==> config.mk <==
export PLATFORM = sky130hd
export DESIGN_NAME = core_profiler
export DESIGN_NICKNAME = d
export VERILOG_FILES = /design/src/source/profiler_pkg.sv /design/src/source/event_classifier.sv /design/src/source/dependency_tracker.sv /design/src/source/stat_counter_bank.sv /design/src/source/core_profiler.sv
export VERILOG_INCLUDE_DIRS = /design/src /design/src/source
export SDC_FILE = /design/constraint.sdc
export NUM_CORES = 2
export LEC_CHECK = 0
export ABC_AREA = 1
export ABC_CLOCK_PERIOD_IN_PS = 1800
export BUFFER_PORTS_ARGS = -buffer_cell sky130_fd_sc_hd__buf_2
export CAP_MARGIN = 20
export CORE_UTILIZATION = 58
export CTS_CLUSTER_DIAMETER = 200
export DETAILED_ROUTE_END_ITERATION = 16
export GPL_ROUTABILITY_DRIVEN = 0
export HOLD_SLACK_MARGIN = 0.08
export PLACE_DENSITY = 0.87
export SETUP_SLACK_MARGIN = 0.05
export SLEW_MARGIN = 20
export SYNTH_ARGS = -nofsm -noshare
export SYNTH_HDL_FRONTEND = slang
export SYNTH_SLANG_ARGS = --single-unit
export TNS_END_PERCENT = 100
==> constraint.sdc <==
create_clock -name clk_i -period 1.8 [get_ports clk_i]
set_input_delay 0.09 -clock clk_i [delete_from_list [all_inputs] [get_ports clk_i]]
set_output_delay 0.09 -clock clk_i [all_outputs]
set_load 0.005 [all_outputs]
==> src/source/profiler_config.svh <==
// Widths and sizes for the core profiler.
// Included by the package and by any block that needs raw sizes.

`ifndef PROFILER_CONFIG_SVH
`define PROFILER_CONFIG_SVH

`define PROF_DATA_W       32  // load address width
`define PROF_REG_ADDR_W   5
`define PROF_NUM_REGS     32  // scoreboard depth
`define PROF_DMEM_ADDR_W  10  // local dmem word address
`define PROF_CTR_W        32

// address bits marking where a remote load goes
`define PROF_DRAM_BIT     31
`define PROF_GLOBAL_BIT   30
`define PROF_GROUP_BIT    29

`endif

==> src/source/profiler_pkg.sv <==
// Types shared by the core profiler blocks.
// Counter indices, increment vector and the packed input bundles.
`default_nettype none

`include "profiler_config.svh"

package profiler_pkg;

  typedef logic [`PROF_DATA_W-1:0]     addr_t;
  typedef logic [`PROF_REG_ADDR_W-1:0] reg_idx_t;
  typedef logic [`PROF_CTR_W-1:0]      ctr_t;

  typedef enum logic [4:0] {
    STAT_CYCLE, STAT_INSTR,
    STAT_LOCAL_LD, STAT_LOCAL_ST, STAT_REMOTE_LD, STAT_REMOTE_ST,
    STAT_ICACHE_MISS,
    STAT_BRANCH, STAT_BRANCH_MISS, STAT_JALR, STAT_JALR_MISS, STAT_JAL,
    STAT_STALL_DEPEND, STAT_DEPEND_LOCAL, STAT_DEPEND_REMOTE,
    STAT_DEPEND_DRAM, STAT_DEPEND_GLOBAL, STAT_DEPEND_GROUP,
    STAT_STALL_IFETCH, STAT_STALL_REMOTE_REQ, STAT_STALL_MD, STAT_STALL_FORCE_WB
  } stat_id_e;

  // one increment flag per counter
  typedef logic [STAT_STALL_FORCE_WB:0] stat_inc_t;

  // pending load origin per register
  typedef struct packed {
    logic from_dram;
    logic from_global;
    logic from_group;
    logic from_local;
  } load_origin_t;

  typedef struct packed {
    logic has_instr;
    logic icache_miss;
    logic is_branch;
    logic is_jalr;
    logic is_jal;
    logic writes_rf;
    logic reads_rf2;
  } exe_info_t;

  typedef struct packed {
    reg_idx_t rd;
    reg_idx_t rs1;
    reg_idx_t rs2;
    logic     reads_rf1;
    logic     reads_rf2;
  } id_info_t;

  typedef struct packed {
    logic stall;
    logic stall_depend;
    logic ifetch_wait;
    logic remote_req;
    logic md;
    logic force_wb;
  } stall_info_t;

  typedef struct packed {
    logic v;
    logic yumi;
    logic write_not_read;
    logic icache_fetch;
  } remote_req_t;

  typedef struct packed {
    logic     local_v;
    reg_idx_t local_id;
    logic     remote_v;
    reg_idx_t remote_id;
  } sb_clear_t;

endpackage

`default_nettype wire

==> src/source/event_classifier.sv <==
// Per-cycle instruction, memory and plain stall events.
// Purely combinational; feeds the counter bank alongside the dependency tracker.
`timescale 1ns/1ns
`default_nettype none

module event_classifier (
  input  wire profiler_pkg::exe_info_t   exe_i,
  input  wire profiler_pkg::stall_info_t stall_i,
  input  wire profiler_pkg::remote_req_t remote_req_i,
  input  wire                            branch_mispredict_i,
  input  wire                            jalr_mispredict_i,
  input  wire                            dmem_v_i,
  input  wire                            dmem_w_i,
  output profiler_pkg::stat_inc_t        events_o
);

  import profiler_pkg::*;

  logic instr_inc;
  logic dmem_xfer;
  logic net_xfer;
  logic branch_inc;
  logic jalr_inc;
  logic other_stall;

  // retired this cycle
  assign instr_inc = exe_i.has_instr & ~exe_i.icache_miss & ~stall_i.stall;

  assign dmem_xfer = dmem_v_i & ~stall_i.stall;
  assign net_xfer  = remote_req_i.v & remote_req_i.yumi; // request accepted by network

  assign branch_inc = instr_inc & exe_i.is_branch;
  assign jalr_inc   = instr_inc & exe_i.is_jalr;

  // a forced writeback only counts when nothing else explains the stall
  assign other_stall = stall_i.ifetch_wait | stall_i.remote_req | stall_i.md;

  always_comb begin
    events_o = '0;

    events_o[STAT_INSTR] = instr_inc;

    events_o[STAT_LOCAL_LD] = dmem_xfer & ~dmem_w_i & exe_i.writes_rf;
    events_o[STAT_LOCAL_ST] = dmem_xfer & dmem_w_i & exe_i.reads_rf2;

    events_o[STAT_REMOTE_LD] = net_xfer & ~remote_req_i.write_not_read
                               & ~remote_req_i.icache_fetch & exe_i.writes_rf;
    events_o[STAT_REMOTE_ST] = net_xfer & remote_req_i.write_not_read
                               & exe_i.reads_rf2;
    events_o[STAT_ICACHE_MISS] = net_xfer & ~remote_req_i.write_not_read
                                 & remote_req_i.icache_fetch;

    events_o[STAT_BRANCH]      = branch_inc;
    events_o[STAT_BRANCH_MISS] = branch_inc & branch_mispredict_i;
    events_o[STAT_JALR]        = jalr_inc;
    events_o[STAT_JALR_MISS]   = jalr_inc & jalr_mispredict_i;
    events_o[STAT_JAL]         = instr_inc & exe_i.is_jal;

    events_o[STAT_STALL_IFETCH]     = stall_i.ifetch_wait;
    events_o[STAT_STALL_REMOTE_REQ] = stall_i.remote_req;
    events_o[STAT_STALL_MD]         = stall_i.md;
    events_o[STAT_STALL_FORCE_WB]   = stall_i.force_wb & ~other_stall;
  end

endmodule

`default_nettype wire

==> src/source/dependency_tracker.sv <==
// Tracks where each register's pending load comes from and charges
// dependency stalls to that origin. Scoreboard updates land at the edge.
`timescale 1ns/1ns
`default_nettype none

`include "profiler_config.svh"

module dependency_tracker (
  input  wire                            clk_i,
  input  wire                            reset_i,
  input  wire profiler_pkg::id_info_t    id_i,
  input  wire profiler_pkg::stall_info_t stall_i,
  input  wire                            sb_score_i,
  input  wire profiler_pkg::addr_t       load_addr_i,
  input  wire profiler_pkg::sb_clear_t   sb_clear_i,
  output profiler_pkg::stat_inc_t        events_o
);

  import profiler_pkg::*;

  localparam int local_bit_lp = 2 + `PROF_DMEM_ADDR_W; // word index plus byte offset

  load_origin_t                        origin;
  load_origin_t [`PROF_NUM_REGS-1:0]   sb_r;
  load_origin_t                        rs1_origin;
  load_origin_t                        rs2_origin;
  load_origin_t                        waiting;
  logic                                is_local;
  logic                                depend_inc;

  // classify the load address
  assign is_local = load_addr_i[local_bit_lp]
                    & (load_addr_i[`PROF_DATA_W-1:local_bit_lp+1] == '0);

  always_comb begin
    origin = '0;
    if (is_local) begin
      origin.from_local = 1'b1;
    end else if (load_addr_i[`PROF_DRAM_BIT]) begin
      origin.from_dram = 1'b1;
    end else if (load_addr_i[`PROF_GLOBAL_BIT]) begin
      origin.from_global = 1'b1;
    end else if (load_addr_i[`PROF_GROUP_BIT]) begin
      origin.from_group = 1'b1;
    end
  end

  // clears first, so a set to the same bit takes priority
  always_ff @(posedge clk_i) begin
    if (reset_i) begin
      sb_r <= '0;
    end else begin
      if (sb_clear_i.local_v) begin
        sb_r[sb_clear_i.local_id].from_local <= 1'b0;
      end
      if (sb_clear_i.remote_v) begin
        sb_r[sb_clear_i.remote_id].from_dram   <= 1'b0;
        sb_r[sb_clear_i.remote_id].from_global <= 1'b0;
        sb_r[sb_clear_i.remote_id].from_group  <= 1'b0;
      end
      if (sb_score_i & origin.from_local) begin
        sb_r[id_i.rd].from_local <= 1'b1;
      end
      if (sb_score_i & origin.from_dram) begin
        sb_r[id_i.rd].from_dram <= 1'b1;
      end
      if (sb_score_i & origin.from_global) begin
        sb_r[id_i.rd].from_global <= 1'b1;
      end
      if (sb_score_i & origin.from_group) begin
        sb_r[id_i.rd].from_group <= 1'b1;
      end
    end
  end

  // origins of the sources the stalled instruction actually reads
  assign rs1_origin = id_i.reads_rf1 ? sb_r[id_i.rs1] : '0;
  assign rs2_origin = id_i.reads_rf2 ? sb_r[id_i.rs2] : '0;
  assign waiting    = rs1_origin | rs2_origin;

  assign depend_inc = stall_i.stall_depend & ~stall_i.stall;

  always_comb begin
    events_o = '0;
    events_o[STAT_STALL_DEPEND]  = depend_inc;
    events_o[STAT_DEPEND_LOCAL]  = depend_inc & waiting.from_local;
    events_o[STAT_DEPEND_DRAM]   = depend_inc & waiting.from_dram;
    events_o[STAT_DEPEND_GLOBAL] = depend_inc & waiting.from_global;
    events_o[STAT_DEPEND_GROUP]  = depend_inc & waiting.from_group;
    events_o[STAT_DEPEND_REMOTE] = depend_inc
                                   & (waiting.from_dram | waiting.from_global
                                      | waiting.from_group);
  end

endmodule

`default_nettype wire

==> src/source/stat_counter_bank.sv <==
// Event counters with a combinational read port.
// Each flagged counter goes up by one per edge; the cycle counter always does.
`timescale 1ns/1ns
`default_nettype none

module stat_counter_bank (
  input  wire                         clk_i,
  input  wire                         reset_i,
  input  wire profiler_pkg::stat_inc_t instr_events_i,
  input  wire profiler_pkg::stat_inc_t depend_events_i,
  input  wire profiler_pkg::stat_id_e  stat_sel_i,
  output profiler_pkg::ctr_t           stat_value_o
);

  import profiler_pkg::*;

  localparam int num_stats_lp = $bits(stat_inc_t);

  stat_inc_t                   inc;
  ctr_t [num_stats_lp-1:0]     ctr_r;

  always_comb begin
    inc = instr_events_i | depend_events_i;
    inc[STAT_CYCLE] = 1'b1; // ticks whenever out of reset
  end

  always_ff @(posedge clk_i) begin
    if (reset_i) begin
      ctr_r <= '0;
    end else begin
      for (int i = 0; i < num_stats_lp; i++) begin
        if (inc[i]) begin
          ctr_r[i] <= ctr_r[i] + 1'b1; // wraps
        end
      end
    end
  end

  // indices past the last counter read as zero
  assign stat_value_o = (int'(stat_sel_i) < num_stats_lp) ? ctr_r[stat_sel_i] : '0;

endmodule

`default_nettype wire

==> src/source/core_profiler.sv <==
// Top of the per-core profiler.
// Classifier and dependency tracker feed one counter bank; read any counter by index.
`timescale 1ns/1ns
`default_nettype none

module core_profiler (
  input  wire                            clk_i,
  input  wire                            reset_i,
  input  wire profiler_pkg::exe_info_t   exe_i,
  input  wire profiler_pkg::id_info_t    id_i,
  input  wire profiler_pkg::stall_info_t stall_i,
  input  wire profiler_pkg::remote_req_t remote_req_i,
  input  wire                            branch_mispredict_i,
  input  wire                            jalr_mispredict_i,
  input  wire                            dmem_v_i,
  input  wire                            dmem_w_i,
  input  wire                            sb_score_i,
  input  wire profiler_pkg::addr_t       load_addr_i,
  input  wire profiler_pkg::sb_clear_t   sb_clear_i,
  input  wire profiler_pkg::stat_id_e    stat_sel_i,
  output profiler_pkg::ctr_t             stat_value_o
);

  import profiler_pkg::*;

  stat_inc_t instr_events;
  stat_inc_t depend_events;

  event_classifier i_event_classifier (
    .exe_i               (exe_i),
    .stall_i             (stall_i),
    .remote_req_i        (remote_req_i),
    .branch_mispredict_i (branch_mispredict_i),
    .jalr_mispredict_i   (jalr_mispredict_i),
    .dmem_v_i            (dmem_v_i),
    .dmem_w_i            (dmem_w_i),
    .events_o            (instr_events)
  );

  dependency_tracker i_dependency_tracker (
    .clk_i       (clk_i),
    .reset_i     (reset_i),
    .id_i        (id_i),
    .stall_i     (stall_i),
    .sb_score_i  (sb_score_i),
    .load_addr_i (load_addr_i),
    .sb_clear_i  (sb_clear_i),
    .events_o    (depend_events)
  );

  stat_counter_bank i_stat_counter_bank (
    .clk_i           (clk_i),
    .reset_i         (reset_i),
    .instr_events_i  (instr_events),
    .depend_events_i (depend_events),
    .stat_sel_i      (stat_sel_i),
    .stat_value_o    (stat_value_o)
  );

endmodule

`default_nettype wire

==> reports/qor.csv, run 1 <==
stage,metric,value,unit
run_status,Run Error,[ERROR GRT-0232] Routing congestion too high. Check the congestion heatmap in the GUI.,
floorplanning,Die X,293.7,um
run_status,run status,stopped before the end,
floorplanning,Die Y,293.7,um
logic_synthesis,synth warn,0,
clock_tree,Sink Count,832,
clock_tree,clock root buffer,clkbuf_16,
global_route,Overflow after GRT,678,
clock_tree,Bufs on Longest Clock Path,3,
floorplanning,Top Ports,122,
logic_synthesis,Synth cell types,56,
global_route,largest net degree at the start of global routing,142,
logic_synthesis,"Seq/Total Area, Yosys",0.3375,
logic_synthesis,Yosys reg bits,832,
floorplanning,initial core utilization,0.5879,
floorplanning,num rows,106,
run_status,Halt Stage,5_1_grt,
logic_synthesis,post-synthesis instance area,49360,sq um
logic_synthesis,syn_nets,7892,
logic_synthesis,number of synthesized flops with an enable pin,0,
placement,PortBufs,109,
clock_tree,CTS buffer count,91,
placement,placed instance count,9433,
logic_synthesis,"Primary FF master, synth",dfxtp_1,
logic_synthesis,"Avg Cell Area, Syn",6.344,sq um
global_route,Global Route Usage Sum,0.8468,
logic_synthesis,"FFs w/ async S/R, synth",0,
logic_synthesis,Mapped Cells,7780,
placement,hpwl dp,127400,um
clock_tree,H-Tree Depth,3,
-- cells by family after synthesis --
kind of cell / synth area share
buffers and inverters: 0.09070
and+or+nand+nor: 0.3409
xor gates and xnor gates: 0.03993
DFF: 0.3375
adders and majority gates: 0.005577
AOI/OAI and AO/OA: 0.1854
-- stage by stage --
stage | setup WS (ps) | area [sq um] | hold slack, ps
3_3_place_gp | -297.9 | 56510 | 439.0
3_5_place_dp | -365.0 | 56510 | 450.1
2_1_floorplan | -62.63 | 49530 | 180.0
4_1_cts | -657.9 | 66550 | 81.37
-- metal layers --
metal | global-route usage | GRT overflow
met5 | 0.6812 | 15
met2 | 0.9357 | 289
met1 | 0.8307 | 62
met4 | 0.8413 | 238
met3 | 0.7815 | 74
-- cells in the mapped netlist (10+ instances only) --
cell type | n | area (sq um)
dfxtp_1 | 832 | 16660
nand2_1 | 1732 | 6501
o211ai_1 | 42 | 315.3
o21a_1 | 38 | 285.3
nand3_1 | 583 | 2918
nor3_2 | 19 | 190.2
ha_1 | 22 | 275.3
inv_1 | 782 | 2935
buf_2 | 47 | 235.2
nor2_4 | 11 | 123.9
nand4_1 | 136 | 850.8
xor2_1 | 195 | 1708
nor2_1 | 721 | 2706
inv_2 | 16 | 60.06
a31oi_1 | 16 | 100.1
xnor2_1 | 30 | 262.8
buf_1 | 51 | 191.4
nor3_1 | 357 | 1787
nor4_1 | 115 | 719.4
nand2_2 | 13 | 81.33
clkbuf_1 | 220 | 825.8
nor3b_1 | 22 | 165.2
a21oi_1 | 955 | 4780
nor2_2 | 37 | 231.5
and3_1 | 10 | 62.56
o21ai_0 | 664 | 3323
buf_4 | 16 | 120.1
-- what timing repair did --
action / in CTS
resized for setup: 1440
setup endpoints to repair: 343
hold endpoints to repair: 450
hold buffers: 86
setup buffers: 213
pin swaps: 419
gates cloned: 10
==> run 2: changes to the inputs <==
--- a/config.mk
+++ b/config.mk
@@ -7,16 +7,13 @@
 export NUM_CORES = 2
 export LEC_CHECK = 0
 export ABC_AREA = 1
-export ABC_CLOCK_PERIOD_IN_PS = 1800
+export ABC_CLOCK_PERIOD_IN_PS = 2300
 export BUFFER_PORTS_ARGS = -buffer_cell sky130_fd_sc_hd__buf_2
 export CAP_MARGIN = 20
-export CORE_UTILIZATION = 58
-export CTS_CLUSTER_DIAMETER = 200
+export CORE_UTILIZATION = 40
 export DETAILED_ROUTE_END_ITERATION = 16
 export GPL_ROUTABILITY_DRIVEN = 0
-export HOLD_SLACK_MARGIN = 0.08
-export PLACE_DENSITY = 0.87
-export SETUP_SLACK_MARGIN = 0.05
+export PLACE_DENSITY_LB_ADDON = 0.15
 export SLEW_MARGIN = 20
 export SYNTH_ARGS = -nofsm -noshare
 export SYNTH_HDL_FRONTEND = slang
==> constraint.sdc (replaced) <==
create_clock -name clk_i -period 2.3 [get_ports clk_i]
set_input_delay 0.115 -clock clk_i [delete_from_list [all_inputs] [get_ports clk_i]]
set_output_delay 0.115 -clock clk_i [all_outputs]
set_load 0.005 [all_outputs]
==> reports/qor.csv, run 2 <==
stage,metric,value,unit
setup_path,CP Class,reg -> out,
logic_synthesis,synth warn,0,
pwr,power per cell area,581.4,nW/um^2
global_route,first-pass GRT wire length,273400,um
sta,worst-margin pin slew,817.6,ps
placement,PortBufs,109,
route,Vias per Instance,5.473,
clock_tree,H-Tree Depth,3,
sta,final setup fails,10,
clock_tree,Sink Count,832,
sta,worst rel slew slack,0.4543,
logic_synthesis,number of synthesized flops with an enable pin,0,
clock_tree,clock root buffer,clkbuf_16,
route,WL final,178000,um
logic_synthesis,synth top area cells,"dfxtp_1 34%, nand2_1 13%, a21oi_1 9.7%",
logic_synthesis,Mapped Cells,7780,
clock_tree,clock-pin transition on the worst setup and hold timing paths,60,ps
logic_synthesis,Yosys top cell by area,dfxtp_1,
logic_synthesis,"Primary FF master, synth",dfxtp_1,
logic_synthesis,synth cell count leaders,"1732 x nand2_1, 955 x a21oi_1, 832 x dfxtp_1, 782 x inv_1, 721 x nor2_1",
logic_synthesis,top-count cell post-synth,nand2_1,
final_layout,fin area,58810,sq um
final_layout,Largest Register,i_stat_counter_bank.ctr_r,
setup_path,cell depth of the worst flop-to-flop path,13,
route,Detailed Routing Iterations Pass 1,7,
sta,min cycle time layout,2458,ps
final_layout,"commonest non-fill, non-tap cells in the layout","1666 x nand2_1, 878 x a21oi_1, 739 x inv_1, 698 x nor2_1, 697 x dfxtp_1",
placement,hpwl dp,131700,um
final_layout,Layout area overhead,19.16,%
logic_synthesis,Yosys reg bits,832,
route,vias,52870,
route,drt drc,0,
clock_tree,Skew-Pair Late Insertion Delay,700,ps
route,Antenna Nets Post-Route,0,
global_route,Global Route Usage Sum,0.2734,
final_layout,antenna cell count,0,
worst_hold_path,Hold Crit Class,in -> reg,
floorplanning,Die X,353.3,um
logic_synthesis,"FFs w/ async S/R, synth",0,
final_layout,max reg flops,704,
final_layout,Final nets,8064,
global_route,vias in the first global route,48330,
setup_path,Worst Path Max Fanout,2,
clock_tree,CTS tree,yes,
sta,"Hold Violations, Final",0,
floorplanning,Die Y,353.3,um
sta,Final Slew Violations,0,
logic_synthesis,"Avg Cell Area, Syn",6.344,sq um
sta,fmax,406.8,MHz
placement,placed instance count,9417,
clock_tree,CTS buffer count,100,
logic_synthesis,Synth top area share,0.3375,
global_route,initial antenna violation count,2,
logic_synthesis,syn_nets,7892,
run_status,violated checks,negative setup slack,
sta,RSZ-0062 raised after global routing,yes,
floorplanning,Top Ports,122,
pwr,maximum VDD drop,566.9,uV
setup_path,startpoint types,flip-flop,
logic_synthesis,post-synthesis instance area,49360,sq um
floorplanning,DIE AREA,124800,sq um
placement,setup slack at placement,30.00,ps
sta,skew final,40.18,ps
placement,DP Area,52970,sq um
setup_path,CP arrival,2340,ps
clock_tree,Bufs on Longest Clock Path,3,
pwr,Pwr Total,34.19,mW
final_layout,Post-Layout Cell Count,9659,
worst_hold_path,Hold Path Depth,5,
run_status,run status,"complete, but fails checks",
setup_path,Worst Setup End Kind,output pin,
route,1st-iter DRT viols,4872,
logic_synthesis,"Seq/Total Area, Yosys",0.3375,
pwr,P_leak,19.89,nW
global_route,largest net degree at the start of global routing,124,
logic_synthesis,Synth cell types,56,
sta,slack of the critical path,-158.0,ps
sta,Tcrit/Tclk final,1.069,
floorplanning,core footprint,122000,sq um
flow_run,Max Cap Viol,0,
route,Routed WL per cell,18.43,um
final_layout,layout cell share with drive strength beyond 1,0.1475,
final_layout,Top Registers,"i_stat_counter_bank.ctr_r (704), i_dependency_tracker.sb_r (128)",
floorplanning,num rows,128,
floorplanning,initial core utilization,0.4044,
setup_path,Crit path required time,2180,ps
sta,Fin Hold WS,56.30,ps
final_layout,"most common cell after layout, fill and taps aside",nand2_1,
final_layout,# fillers,12560,
global_route,Overflow after GRT,0,
-- run 2: cell counts after synthesis --
Identical to the previous run, type by type.
-- run 2: cell families after synthesis --
group,count (synthesis),synth area share
adder cells (fa/ha/maj),22,0.005577
flip-flops,832,0.3375
buffers and inverters,1143,0.09070
AO/OA/AOI/OAI,1760,0.1854
XOR/XNOR,225,0.03993
AND/OR/NAND/NOR,3798,0.3409
-- run 2: metrics by stage --
stage | setup TNS (ps) | util
final | -602.2 | 0.4819
after global routing | -1644 | 0.4819
after CTS | -1327 | 0.4742
after detailed placement | 0 | 0.4341
after global placement | 0 | 0.4341
after floorplan | 0 | -
-- run 2: critical path, stage by stage (launching register included) --
cell      delay [ps]
dfxtp_2          340
inv_2             40
a21oi_2          110
o21ai_1           70
o211ai_1         130
o211ai_1         170
buf_4            190
a21oi_4          260
a21o_1           200
buf_2            140
-- run 2: per-layer routing --
| metal | global-route usage | part of all wire | vias up |
|---|---|---|---|
| met3 | 0.04336 | 0.073 | 307 |
| met5 | 0 | 0.00014 | - |
| met4 | 0.09645 | 0.035 | 4 |
| li1 | - | - | 26320 |
| met1 | 0.3683 | 0.44 | 24450 |
| met2 | 0.4407 | 0.45 | 1787 |
-- run 2: repair_timing --
action / in CTS / in global routing
pin swaps: 110 / 115
hold buffers: 38 / 0
setup endpoints to repair: 32 / 99
buffers inserted: 10 / 15
cloned: 0 / 0
endpoints found under the hold margin: 162 / 0
gates resized for setup: 443 / 321
-- run 2: report_power, final --
group	internal, mW	switching [mW]	total, mW
clock	9.44	6.79	16.2
combinational	1.05	2.43	3.47
sequential	14.4	0.0460	14.5
total	24.9	9.26	34.2
-- run 2: layout make-up --
type / count / area, sq um / area share
multi-input combinational: 5805 / 29990 / 0.5099
sequential: 832 / 16870 / 0.2868
timing repair buffer: 412 / 3561 / 0.06055
inverter: 801 / 3039 / 0.05168
clock buffer: 141 / 2933 / 0.04987
tap: 1625 / 2033 / 0.03457
clock inverter: 43 / 389.1 / 0.006616
-- run 2: path summary, 6_finish.rpt --
path	to	from	slack, ps
max	stat_value_o[1]	i_stat_counter_bank.ctr_r[225]	-160
min	i_dependency_tracker.sb_r[46]	sb_clear_i[2]	60
min reg2reg	i_stat_counter_bank.ctr_r[0]	i_stat_counter_bank.ctr_r[0]	440
max reg2reg	i_stat_counter_bank.ctr_r[412]	i_stat_counter_bank.ctr_r[384]	140
(Power assumes the default switching activity.)
